### src/hdl/valu_pkg.sv
package valu_pkg;

    // --------------------------------------------------
    // Sizes
    // --------------------------------------------------
    localparam int vlen      = 128;
    localparam int elen      = 64;
    localparam int max_elems = vlen / 8;
    localparam int vl_width  = $clog2(max_elems) + 1;

    // --------------------------------------------------
    // Encodings
    // --------------------------------------------------
    typedef enum logic [1:0] {
        sew8  = 2'd0,
        sew16 = 2'd1,
        sew32 = 2'd2,
        sew64 = 2'd3
    } vsew_t;

    typedef enum logic [1:0] {
        vv_op = 2'd0,
        vs_op = 2'd1,
        vi_op = 2'd2
    } valu_mode_t;

    typedef enum logic [4:0] {
        vadd, vsub, vrsub,
        vand, vor, vxor,
        vminu, vmin, vmaxu, vmax,
        vmseq, vmsne,
        vmsltu, vmslt, vmsgtu, vmsgt,
        vsll, vsrl, vsra,
        vmv
    } valu_opcode_t;

    // --------------------------------------------------
    // Payloads
    // --------------------------------------------------
    typedef struct packed {
        logic [vlen-1:0] bits;
    } vreg_t;

    typedef struct packed {
        vsew_t               vsew;
        logic                vta;
        logic                vma;
        logic [vl_width-1:0] vl;
        logic                vm;
    } vcfg_t;

    typedef struct packed {
        valu_mode_t           mode;
        valu_opcode_t         opcode;
        vcfg_t                cfg;
        vreg_t                vs1;
        vreg_t                vs2;
        vreg_t                vs3;
        logic [elen-1:0]      rs1;
        logic [4:0]           imm;
        logic [max_elems-1:0] vmask;
    } valu_instr_t;

    typedef struct packed {
        valu_opcode_t         opcode;
        vcfg_t                cfg;
        vreg_t                op_a;
        vreg_t                op_b;
        vreg_t                vs3;
        logic [max_elems-1:0] vmask;
    } valu_operands_t;

    // Raw ALU result plus what the output side needs for the policy
    typedef struct packed {
        vcfg_t                cfg;
        vreg_t                res;
        vreg_t                vs3;
        logic [max_elems-1:0] vmask;
    } valu_lane_result_t;

endpackage

### src/hdl/valu_operand_stage.sv
`timescale 1ns/100ps

module valu_operand_stage
    import valu_pkg::*;
(
    input  valu_instr_t    instr,
    output valu_operands_t operands
);

    logic [elen-1:0] imm_ext;

    // Copy the low element of a scalar into every element slot
    function automatic vreg_t splat(
        input logic [elen-1:0] value,
        input vsew_t           sew
    );
        vreg_t v;
        case (sew)
            sew8:    v.bits = {(vlen/8){value[7:0]}};
            sew16:   v.bits = {(vlen/16){value[15:0]}};
            sew32:   v.bits = {(vlen/32){value[31:0]}};
            default: v.bits = {(vlen/64){value[63:0]}};
        endcase
        return v;
    endfunction

    // Sign-extended to the widest element, so any low slice is correct too
    assign imm_ext = {{(elen-5){instr.imm[4]}}, instr.imm};

    always_comb begin
        operands.opcode = instr.opcode;
        operands.cfg    = instr.cfg;
        operands.op_a   = instr.vs1;
        operands.vs3    = instr.vs3;
        operands.vmask  = instr.vmask;

        case (instr.mode)
            vs_op:   operands.op_b = splat(instr.rs1, instr.cfg.vsew);
            vi_op:   operands.op_b = splat(imm_ext, instr.cfg.vsew);
            default: operands.op_b = instr.vs2;
        endcase
    end

endmodule

### config.mk
export PLATFORM = sky130hd
export DESIGN_NAME = valu_operand_stage
export DESIGN_NICKNAME = d
export VERILOG_FILES = /design/src/hdl/valu_pkg.sv /design/src/hdl/valu_operand_stage.sv
export SDC_FILE = /design/constraint.sdc
export NUM_CORES = 1
export LEC_CHECK = 0
export BUFFER_PORTS_ARGS = -buffer_cell sky130_fd_sc_hd__buf_2
export CORE_AREA = 2 2 355 357
export DETAILED_ROUTE_END_ITERATION = 8
export DIE_AREA = 0 0 357 359
export PLACE_DENSITY = 0.33
export SLEW_MARGIN = 20
export SYNTH_ARGS = -nofsm -noshare
export SYNTH_HDL_FRONTEND = slang
export SYNTH_SLANG_ARGS = --single-unit
### constraint.sdc
create_clock -name vclk -period 3.9
set_input_delay 0.78 -clock vclk [all_inputs]
set_output_delay 0.78 -clock vclk [all_outputs]
set_load 0.01 [all_outputs]
## Word-level counts from Yosys, hierarchy flattened

Cells that the tools add are included.

| word-level totals | value |
|---|---|
| flip-flop bits (word level) | 0 |
| logic and storage cells | 8 |
| input bits | 486 |

| cells by class | value |
|---|---|
| multiplexer cells | 3 |
| eq/ne operators | 4 |
| reductions and logical operators | 1 |

Operator list:

| kind | count |
|---|---|
| $pmux 128 s3 | 1 |
| $pmux 124 s3 | 1 |
| $pmux 128 s2 | 1 |
| $eq 2x1->1 const B | 2 |
| $eq 2x2->1 const B | 2 |
| $logic_not 2->1 | 1 |

## Logic depth before layout (Yosys ltp)

| logic depth | value |
|---|---|
| depth after elaboration | 3 |
| depth in mapped cells | 7 |
| gate-level depth less buffers | 5 |

## Worst setup path before layout

No wires, ideal clock.

| timing | value |
|---|---|
| path kind | input-to-output |
| start point | in instr[484] in the netlist's numbering |
| end point | out operands[194] in the netlist's numbering |
| data arrival time | 2.034 ns |
| setup slack | 1.086 ns |
| path buffers | 3 |
| stages | 7 |
| path through | inv_1 -> ha_1 -> buf_4 -> buf_2 -> clkbuf_1 -> a21oi_1 -> a2bb2oi_1 |

RTL lines:

| element | line | RTL |
|---|---|---|
| start, declared | valu_operand_stage.sv:6 | `input valu_instr_t instr,` |
| end, declared | valu_operand_stage.sv:7 | `output valu_operands_t operands` |

==> flow_summary.json <==
{
  "timing.max_cap.violations": 0,
  "initial_core_util_pct": 4.13,
  "fp.dieH_um": 359,
  "yosys-top-cells-area": "buf_4, a2bb2oi_1, mux2_2",
  "hold_depth": 0,
  "drc": 0,
  "syn_avg_cell_area_um2": 7.14,
  "hold_ws_ns": 1.56,
  "max_freq_mhz": 279,
  "mappedNetlistArea_um2": 5140,
  "gp_congestion": 0.861,
  "antenna_found_initial": 20,
  "synth_compound_area_share_pct": 32.5,
  "synthTopCellsByCount": "buf_4, a2bb2oi_1, inv_1",
  "synth.net_count": 1208,
  "drive_gt1_share_pct": 54.9,
  "die_x_um": 357,
  "ctsResizeCount": 1,
  "worstHoldPathType": "in -> out",
  "grt_use_total_pct": 10.1,
  "rsz0062_at_grt": "false",
  "rows": 130,
  "hold_viol_final": 0,
  "drtIter0Drc": 333,
  "overflow": 0,
  "ctsHoldBuffers": 0,
  "start_kind": "input pin",
  "num-clock-buffers": 0,
  "report.final.slew_viol_count": 0,
  "critPathCaptureType": "primary output",
  "nNetsFinal": 1241,
  "synthCells": 720,
  "grt_pass1_wl_mm": 80.4,
  "synth_top_family_by_area": "buffers and inverters",
  "dpl_worst_slack_ns": -0.0397,
  "wl_mm": 68.8,
  "synth.yosys.seq_area_share_pct": 0,
  "max-slew-margin-rel_pct": 50.6,
  "ioPinCount": 901,
  "first_pass_iters": 4,
  "synth_cell_types": 39,
  "finalSetupViolCount": 0,
  "synth-xor-area-share_pct": 0,
  "worst_pin_slew_ns": 0.741,
  "yosys.area.top_type_share_pct": 42.5,
  "die_area_um2": 128000,
  "syn2layout_area_growth_pct": 34.0,
  "ff_latch_area_um2": 0,
  "worstPathRequired_ns": 3.12,
  "post-route-util_pct": 5.53,
  "worstPathArrival_ns": 2.80,
  "min_period_ns": 3.58,
  "cts_setup_buffers": 0,
  "hold_path_end": "operands[102]",
  "setup-tns-final_ns": 0,
  "core-area_um2": 125000,
  "yosysWarnings": 0,
  "crit_fanout": 25,
  "synth_area_leader_cell": "buf_4",
  "first_global_vias": 5510,
  "muxShareOfSynthArea_pct": 10.3,
  "status": "completed",
  "fin_crit_sh_pct": 91.8,
  "synth-simple-area-share_pct": 5.21,
  "drt-vias-per-instance": 2.33,
  "ant_nets": 0,
  "worstHoldStart": "instr[171]",
  "seq_cells": 0,
  "vias": 5599,
  "hpwl_mm": 64.0,
  "synthAdderAreaFrac_pct": 0.487,
  "synth.most_common_cell": "buf_4",
  "grt_max_degree": 44,
  "portBuffers": 331,
  "setup_ws_ns": 0.321,
  "crit_type": "in -> out",
  "wire_per_inst_um": 28.6
}
==> metrics by stage <==
step | std cells | area, um2
6_report | 2408 | 6890
5_1_grt | 2401 | 6870
4_1_cts | 2401 | 6870
3_5_place_dp | 2401 | 6870
3_3_place_gp | 2401 | 6870
2_1_floorplan | 720 | 5140
==> how the worst max path moves through the flow <==
stage	to	startpoint	slack [ns]	depth (start not counted)
5_1_grt	operands[271]	instr[484]	0.27	8
4_1_cts	operands[271]	instr[484]	0.31	8
3_5_place_dp	operands[271]	instr[484]	-0.04	8
2_1_floorplan	operands[194]	instr[484]	1.09	7
6_report	operands[160]	instr[478]	0.32	6
3_3_place_gp	operands[271]	instr[484]	-0.03	8
==> placed cells by master (no fill, tap or decap), drive strengths merged, types with 8 or more instances in the layout <==
cell and count:
nor3b 8, mux2i 16, a32oi 18, mux2 32
a21oi 53, and3 9, nand2 13, a2bb2oi 62
o21ai 35, o211ai 9, inv 60, nand2b 8
a21o 9, a221oi 16, o21a 8, buf 367
==> layer usage <==
layer | wire [um] | vias up | global-route usage (%)
met4 | 879 | 8 | 1.04
met5 | 44 | - | 0.151
li1 | - | 2310 | -
met2 | 32000 | 773 | 17.1
met1 | 19900 | 2460 | 8.67
met3 | 15900 | 48 | 10.1
==> final cells by class <==
type                            instances  area [um2]
Fill cell                           14900      118000
Multi-Input combinational cell        323        2530
Tap cell                             1650        2060
Timing Repair Buffer                  367        2040
Inverter                               61         230
Antenna cell                            7        17.5
==> logic make-up after synthesis <==
group	Yosys count
compound gates	228
fa+ha+maj	2
buf+inv	397
mux	48
simple gates	45
==> critical path, cell delays in order <==
cell,delay [ns]
buf_4,0.35
buf_4,0.33
mux2_4,0.36
a221oi_1,0.65
a21oi_1,0.13
buf_2,0.18
