$ cat src/hdl/valu_pkg.sv
package valu_pkg;

    // --------------------------------------------------
    // Sizes
    // --------------------------------------------------
    localparam int vlen      = 128;
    localparam int elen      = 64;
    localparam int max_elems = vlen / 8;
    localparam int vl_width  = $clog2(max_elems) + 1;

    // --------------------------------------------------
    // Encodings
    // --------------------------------------------------
    typedef enum logic [1:0] {
        sew8  = 2'd0,
        sew16 = 2'd1,
        sew32 = 2'd2,
        sew64 = 2'd3
    } vsew_t;

    typedef enum logic [1:0] {
        vv_op = 2'd0,
        vs_op = 2'd1,
        vi_op = 2'd2
    } valu_mode_t;

    typedef enum logic [4:0] {
        vadd, vsub, vrsub,
        vand, vor, vxor,
        vminu, vmin, vmaxu, vmax,
        vmseq, vmsne,
        vmsltu, vmslt, vmsgtu, vmsgt,
        vsll, vsrl, vsra,
        vmv
    } valu_opcode_t;

    // --------------------------------------------------
    // Payloads
    // --------------------------------------------------
    typedef struct packed {
        logic [vlen-1:0] bits;
    } vreg_t;

    typedef struct packed {
        vsew_t               vsew;
        logic                vta;
        logic                vma;
        logic [vl_width-1:0] vl;
        logic                vm;
    } vcfg_t;

    typedef struct packed {
        valu_mode_t           mode;
        valu_opcode_t         opcode;
        vcfg_t                cfg;
        vreg_t                vs1;
        vreg_t                vs2;
        vreg_t                vs3;
        logic [elen-1:0]      rs1;
        logic [4:0]           imm;
        logic [max_elems-1:0] vmask;
    } valu_instr_t;

    typedef struct packed {
        valu_opcode_t         opcode;
        vcfg_t                cfg;
        vreg_t                op_a;
        vreg_t                op_b;
        vreg_t                vs3;
        logic [max_elems-1:0] vmask;
    } valu_operands_t;

    // Raw ALU result plus what the output side needs for the policy
    typedef struct packed {
        vcfg_t                cfg;
        vreg_t                res;
        vreg_t                vs3;
        logic [max_elems-1:0] vmask;
    } valu_lane_result_t;

endpackage

$ cat src/hdl/valu_mask_tail.sv
`timescale 1ns/100ps

module valu_mask_tail
    import valu_pkg::*;
(
    input  valu_lane_result_t lane_result,
    output vreg_t             vd
);

    localparam int nbytes   = vlen / 8;
    localparam int idx_bits = $clog2(max_elems);

    // --------------------------------------------------
    // Byte-wise policy select
    // --------------------------------------------------
    // Each byte looks up the element it belongs to at the current width
    always_comb begin
        logic [idx_bits-1:0] idx;
        logic                tail;
        logic                off;
        vcfg_t               cfg;

        cfg = lane_result.cfg;
        vd  = lane_result.res;

        for (int j = 0; j < nbytes; j++) begin
            idx  = idx_bits'(j) >> cfg.vsew;
            tail = {1'b0, idx} >= cfg.vl;
            off  = !cfg.vm && !lane_result.vmask[idx];

            if (tail) begin
                vd.bits[j*8 +: 8] = cfg.vta ? 8'hff : lane_result.vs3.bits[j*8 +: 8];
            end else if (off) begin
                vd.bits[j*8 +: 8] = cfg.vma ? 8'hff : lane_result.vs3.bits[j*8 +: 8];
            end
        end
    end

endmodule

$ cat config.mk
export PLATFORM = sky130hd
export DESIGN_NAME = valu_mask_tail
export DESIGN_NICKNAME = d
export VERILOG_FILES = /design/src/hdl/valu_pkg.sv /design/src/hdl/valu_mask_tail.sv
export SDC_FILE = /design/constraint.sdc
export NUM_CORES = 1
export LEC_CHECK = 0
export BUFFER_PORTS_ARGS = -buffer_cell sky130_fd_sc_hd__buf_4
export CAP_MARGIN = 20
export CORE_AREA = 2 2 159 161
export DETAILED_ROUTE_END_ITERATION = 8
export DIE_AREA = 0 0 161 163
export PLACE_DENSITY_LB_ADDON = 0.15
export SYNTH_ARGS = -nofsm -noshare
export SYNTH_HDL_FRONTEND = slang
export SYNTH_SLANG_ARGS = --single-unit
$ cat constraint.sdc
create_clock -name vclk -period 3.75
set_clock_uncertainty 0.1 [all_clocks]
set_input_delay 0.5625 -clock vclk [all_inputs]
set_output_delay 0.5625 -clock vclk [all_outputs]
set_load 0.01 [all_outputs]
After elaboration in Yosys (flattened, before gate mapping)
Cells that the tools add are included.
{"block": "word_totals", "out_inout_bits": 128, "elab_cells": 177, "ff_bits": 0, "inputBits": 282}
{"block": "op_classes", "muxes": 96, "n_reduce_logical": 33, "n_shift": 16, "magnitude_cmp": 32}
{"op": "$mux W8", "n": 64}
{"op": "$ge A4 B5 Y1", "n": 16}
{"op": "$lt A4 B5 Y1 const B", "n": 16}
{"op": "$bmux W1 S4", "n": 16}
{"op": "$shr A4 B2 Y4 const A", "n": 8}
{"op": "$logic_not A1 Y1", "n": 17}
{"op": "$logic_and A1 B1 Y1", "n": 16}
{"op": "$mux W1", "n": 16}
{"op": "$shr A3 B2 Y4 const A", "n": 4}
{"op": "$shr A1 B2 Y4 const A", "n": 2}
{"op": "$shr A2 B2 Y4 const A", "n": 2}

Depth between registers and ports, before layout
Gate-level depths: netlist of run 1.
{"block": "depth", "depth_word": 7, "depth_mapped": 12, "depth_no_buf": 11}

Worst setup path after synthesis of run 1
No wires, ideal clock.
{"block": "synth_path", "path_kind": "input-to-output", "from": "input port lane_result[281] (netlist bit)", "to": "output port vd[88] (netlist bit)", "setup_slack_ps": 97, "path_buffers": 2, "required_time_ps": 3087, "cell_stages": 11, "arrival_ps": 2990, "cell_sequence": "buf_2 inv_1 ha_1 clkinv_1 nand2_1 ha_1 a21o_2 a21o_1 or3_1 buf_2 o22a_1"}
{"element": "from (decl)", "line": "valu_mask_tail.sv:6", "source": "input valu_lane_result_t lane_result,"}
{"element": "to (decl)", "line": "valu_mask_tail.sv:7", "source": "output vreg_t vd"}

==> results of run 1 <==
synth_stat cells (all sizes together) (8+ instances only):
library cell    n  share of area [%]
o22a          122                 30
nand2          17                1.8
clkbuf         11                1.1
mux2i          12                3.3
ha             28                9.7
o21ai           8                1.1
or3            10                1.7
mux4           28                 18
buf            15                2.6
nand2b          9                1.6
a21oi          11                1.6
mux2            9                2.9
o211a           8                2.2
inv            17                1.8
nor2           23                2.4
o211ai          9                1.9
worst paths after layout:
path / slack, ns / from / to
hold / removal: 1.31 / lane_result[148] / vd[4]
setup / recovery: 0.14 / lane_result[280] / vd[90]
per-layer routing:
metal	track usage, %	routed length (um)	vias up
met1	16.4	7820	2482
met5	0	0	-
met4	0.649	93	0
met3	2.32	1580	6
met2	29.6	11400	276
li1	-	-	2584
what timing repair did:
| action | in CTS | in global routing |
|---|---|---|
| gates resized for setup | 1 | 16 |
| hold buffers | 0 | 0 |
| endpoints found under the setup margin | 8 | 94 |
| cloned | 0 | 0 |
critical path, delay by kind of cell:
kind	cells	cell delay [ns]
multiplexers	2	0.86
AO/OA/AOI/OAI	3	0.70
buffers and inverters	4	0.52
adder cells (fa/ha/maj)	1	0.29
area by class of cell:
| type | count | area (um2) |
|---|---|---|
| tap | 330 | 413 |
| timing repair buffer | 451 | 3420 |
| inverter | 18 | 67.6 |
| fill | 2693 | 17300 |
| multi-input combinational | 366 | 3490 |
logic make-up after synthesis:
kind of cell             count (synthesis)  synth area share [%]
XOR/XNOR                                 3                 0.728
AO/OA/AOI/OAI                          202                  47.8
buffers and inverters                   44                  5.62
multiplexers                            49                  23.9
AND/OR/NAND/NOR                         84                  12.2
adder cells (fa/ha/maj)                 28                  9.71
where the power goes:
group,internal (mW),switching [mW]
registers,0,0
clock network,0,0
logic,0.722,0.556
metrics by stage:
stage          power (mW)  hold slack, ns  TNS [ns]  setup WS (ns)
6_report             1.28            1.31         0          0.140
5_1_grt              1.38            1.32  -0.00286       -0.00286
4_1_cts              1.28            1.31         0         0.0116
3_5_place_dp         1.27            1.31    -0.390        -0.0586
3_3_place_gp         1.28            1.31    -0.842        -0.0925
2_1_floorplan       0.590            1.17         0         0.0975
==> run metrics, run 1 <==
Max Fclk=277 MHz; number of distinct library cells after synthesis=60; Placed Area=7310 um2; largest net degree at the start of global routing=24; crit-path max FO=8; Slowest cell on crit path=mux4_2; # diodes=0; non-filler instance count after layout=1165; Remaining DRCs=0; Chip Width=161 um; Final setup viols=0; Pre-antenna DRT Iters=5; Final Core Density=30.0%; max cap viols=0; first-pass GRT wire length=30600 um; die outline area=26200 um2; Pleak=3.40 nW; hold depth=3; relative slew slack=54.6%; cells after synthesis=410; crit share post-route=96.3%; worst path cell trace=buf_4 -> inv_1 -> ha_2 -> buf_4 -> mux2_2 -> mux4_2 -> a2111oi_4 -> a211oi_4 -> o22a_1 -> buf_4; initial antenna violation count=0; most frequent cells in the layout=buf_4, o22a_1, mux4_2, ha_1, nor2_1; Initial Utilization=14.6%; peak supply drop=0.0496 mV; status=finished, final reports clean; Crit. End Element=primary output; Max Slew Vio Count=0; commonest non-fill, non-tap cell in the layout=buf_4; Hold WC Path Type=in -> out; Cells after DPL=1165; buffers added on ports=410; GPL Wtd Cong=0.763; syn nets=720; vias in the first global route=5431; critical path arrival=2.95 ns; CP max stage delay=0.54 ns; Req. time, crit path=3.09 ns; most used cell, CP=buf_4; clock buffer count=0; Post-CTS Setup Inserts=0; register area share after synthesis=0%; synthesis-to-layout area growth=105%; type of the worst setup path=in -> out; P per Cell Area=173 nW/um2; DP Wirelength=17500 um; Worst Tran Pin Value=0.679 ns; sequential cells=0; Post-Layout Inst Area=7400 um2; final wirelength=20900 um; Tmin final=3.61 ns; DIE HEIGHT=163 um; Avg Inst Size Synth=8.80 um2; layout cells sized above 1=61.6%; via count=5348; Rows=58; Final nets=1147; core area=24700 um2; register area=0 um2; Routed Antenna Nets=0; post-DR wirelength/cell=17.9 um; Worst Setup Start Kind=input port; total gr overflow=0; Vias/cell=4.59; Netlist Area Pre-Place=3610 um2; GRT Overall Usage=14.5%; yosys warns=0; Fin. Hold Viols=0; io pins=410; DRT iter0 DRCs=177
(Power assumes the default switching activity.)
==> inputs of run 2 (changes only) <==
Settings changed: RECOVER_POWER set to 50.
==> run 2 against run 1 <==
Net effect:
- setup slack is essentially flat
- sequential share of layout area is the same
- non-clock buffer count is the same
- critical endpoint unchanged
- largest power group unchanged
==> run metrics, run 2 (same netlist as run 1, synthesis figures left out) <==
CTS Hold Bufs=0 (unchanged); largest net degree at the start of global routing=24 (unchanged); final wirelength=20900 um (about the same); WP buf/inv=4 (unchanged); CP max stage delay=0.54 ns (about the same); GPL Wtd Cong=0.763 (unchanged); first-pass GRT wire length=30600 um (unchanged); register area=0 um2 (unchanged); Final setup viols=0 (unchanged); type of the worst setup path=in -> out; post-DR wirelength/cell=17.9 um (about the same); Hold WC Path Type=in -> out; Slowest cell on crit path=mux4_2; critical path arrival=2.95 ns (about the same); max cap viols=0 (unchanged); Pre-antenna DRT Iters=4 (-1); Fin. Hold Viols=0 (unchanged); fillcell total=2709 (+0.59%); GRT Overall Usage=14.5% (unchanged); Tmin final=3.61 ns (+0.0000370 ns); Remaining DRCs=0 (unchanged); status=finished, final reports clean; synthesis-to-layout area growth=104%; Chip Width=161 um (unchanged); Top delay family on crit path=multiplexers; Max Fclk=277 MHz (about the same); Worst Tran Pin Value=0.671 ns (-0.00856 ns); worst path cell trace=buf_4 -> inv_1 -> ha_2 -> buf_4 -> mux2_2 -> mux4_2 -> a2111oi_4 -> a211oi_4 -> o22a_1 -> buf_4; Cells after DPL=1165 (unchanged); relative slew slack=55.2% (+0.57 points); Crit. End Element=primary output; Routed Antenna Nets=0 (unchanged); vias in the first global route=5431 (unchanged); peak supply drop=0.0496 mV (about the same); P per Cell Area=173 nW/um2 (-0.16%); sequential cells=0 (unchanged); via count=5355 (+0.13%); core area=24700 um2 (unchanged); Worst Setup Start Kind=input port; Initial Utilization=14.6% (unchanged); DP Wirelength=17500 um (unchanged); most used cell, CP=buf_4; crit-path max FO=8 (unchanged); Post-Layout Inst Area=7360 um2 (-0.51%); worst hold start=lane_result[123]; most frequent cells in the layout=buf_4, o22a_1, mux4_2, ha_1, nor2_1; crit share post-route=96.3% (about the same); non-filler instance count after layout=1165 (unchanged); io pins=410 (unchanged); DRT iter0 DRCs=176 (-0.56%); Setup crit start=lane_result[280]; Req. time, crit path=3.09 ns (about the same); # diodes=0 (unchanged); Vias/cell=4.60 (+0.13%); initial antenna violation count=0 (unchanged); Placed Area=7310 um2 (unchanged); Final nets=1147 (unchanged); clock buffer count=0 (unchanged); layout cells sized above 1=60.6% (-0.96 points); total gr overflow=0 (unchanged); Pleak=3.37 nW (-0.89%); die outline area=26200 um2 (unchanged); buffers added on ports=410 (unchanged); Rows=58 (unchanged); DIE HEIGHT=163 um (unchanged); commonest non-fill, non-tap cell in the layout=buf_4; Max Slew Vio Count=0 (unchanged)
## run 2: area by class of cell
cell class	instances	area, um2	area share (%)
Multi-Input combinational cell	366	3490	47.5
Inverter	18	67.6	0.918
Timing Repair Buffer	451	3390	46.0
Tap cell	330	413	5.61
## run 2: metrics by stage
stage / setup WS [ns] / TNS (ns) / hold WS, ns / util, % / total power [mW]
2_1_floorplan: 0.0975 / 0 / 1.17 / - / 0.590
3_3_place_gp: -0.0925 / -0.842 / 1.31 / 29.6 / 1.28
3_5_place_dp: -0.0586 / -0.390 / 1.31 / 29.6 / 1.27
4_1_cts: 0.0116 / 0 / 1.31 / 29.6 / 1.28
5_1_grt: -0.00286 / -0.00286 / 1.32 / 29.8 / 1.37
6_report: 0.140 / 0 / 1.31 / 29.8 / 1.27
## run 2: tightest hold or removal path: cells and delay by family
family,cells,cell delay [ns]
buffers and inverters,2,0.19
AO/OA/AOI/OAI,1,0.10
## run 2: worst paths after layout
check                 slack (ns)  endpoint  cells past startpoint
worst max-delay path        0.14    vd[90]                     10
worst min-delay path        1.31   vd[107]                      3
## run 2: layer usage
layer | global-route usage [%] | share of wire (%) | wire (um)
met5 | 0 | 0 | 0
met2 | 29.6 | 54 | 11300
met4 | 0.649 | 0.45 | 93
met1 | 16.4 | 37 | 7780
met3 | 2.32 | 7.9 | 1640
## run 2: power by group
group	switching, mW	total, mW	internal (mW)
combinational	0.556	1.27	0.714
sequential	0	0	0
clock	0	0	0
total	0.556	1.27	0.714
## run 2: what timing repair did
item / 4_1_cts / 5_1_grt
endpoints found under the setup margin: 8 / 94
setup buffers: 0 / 0
gates resized for setup: 1 / 16
cloned: 0 / 0
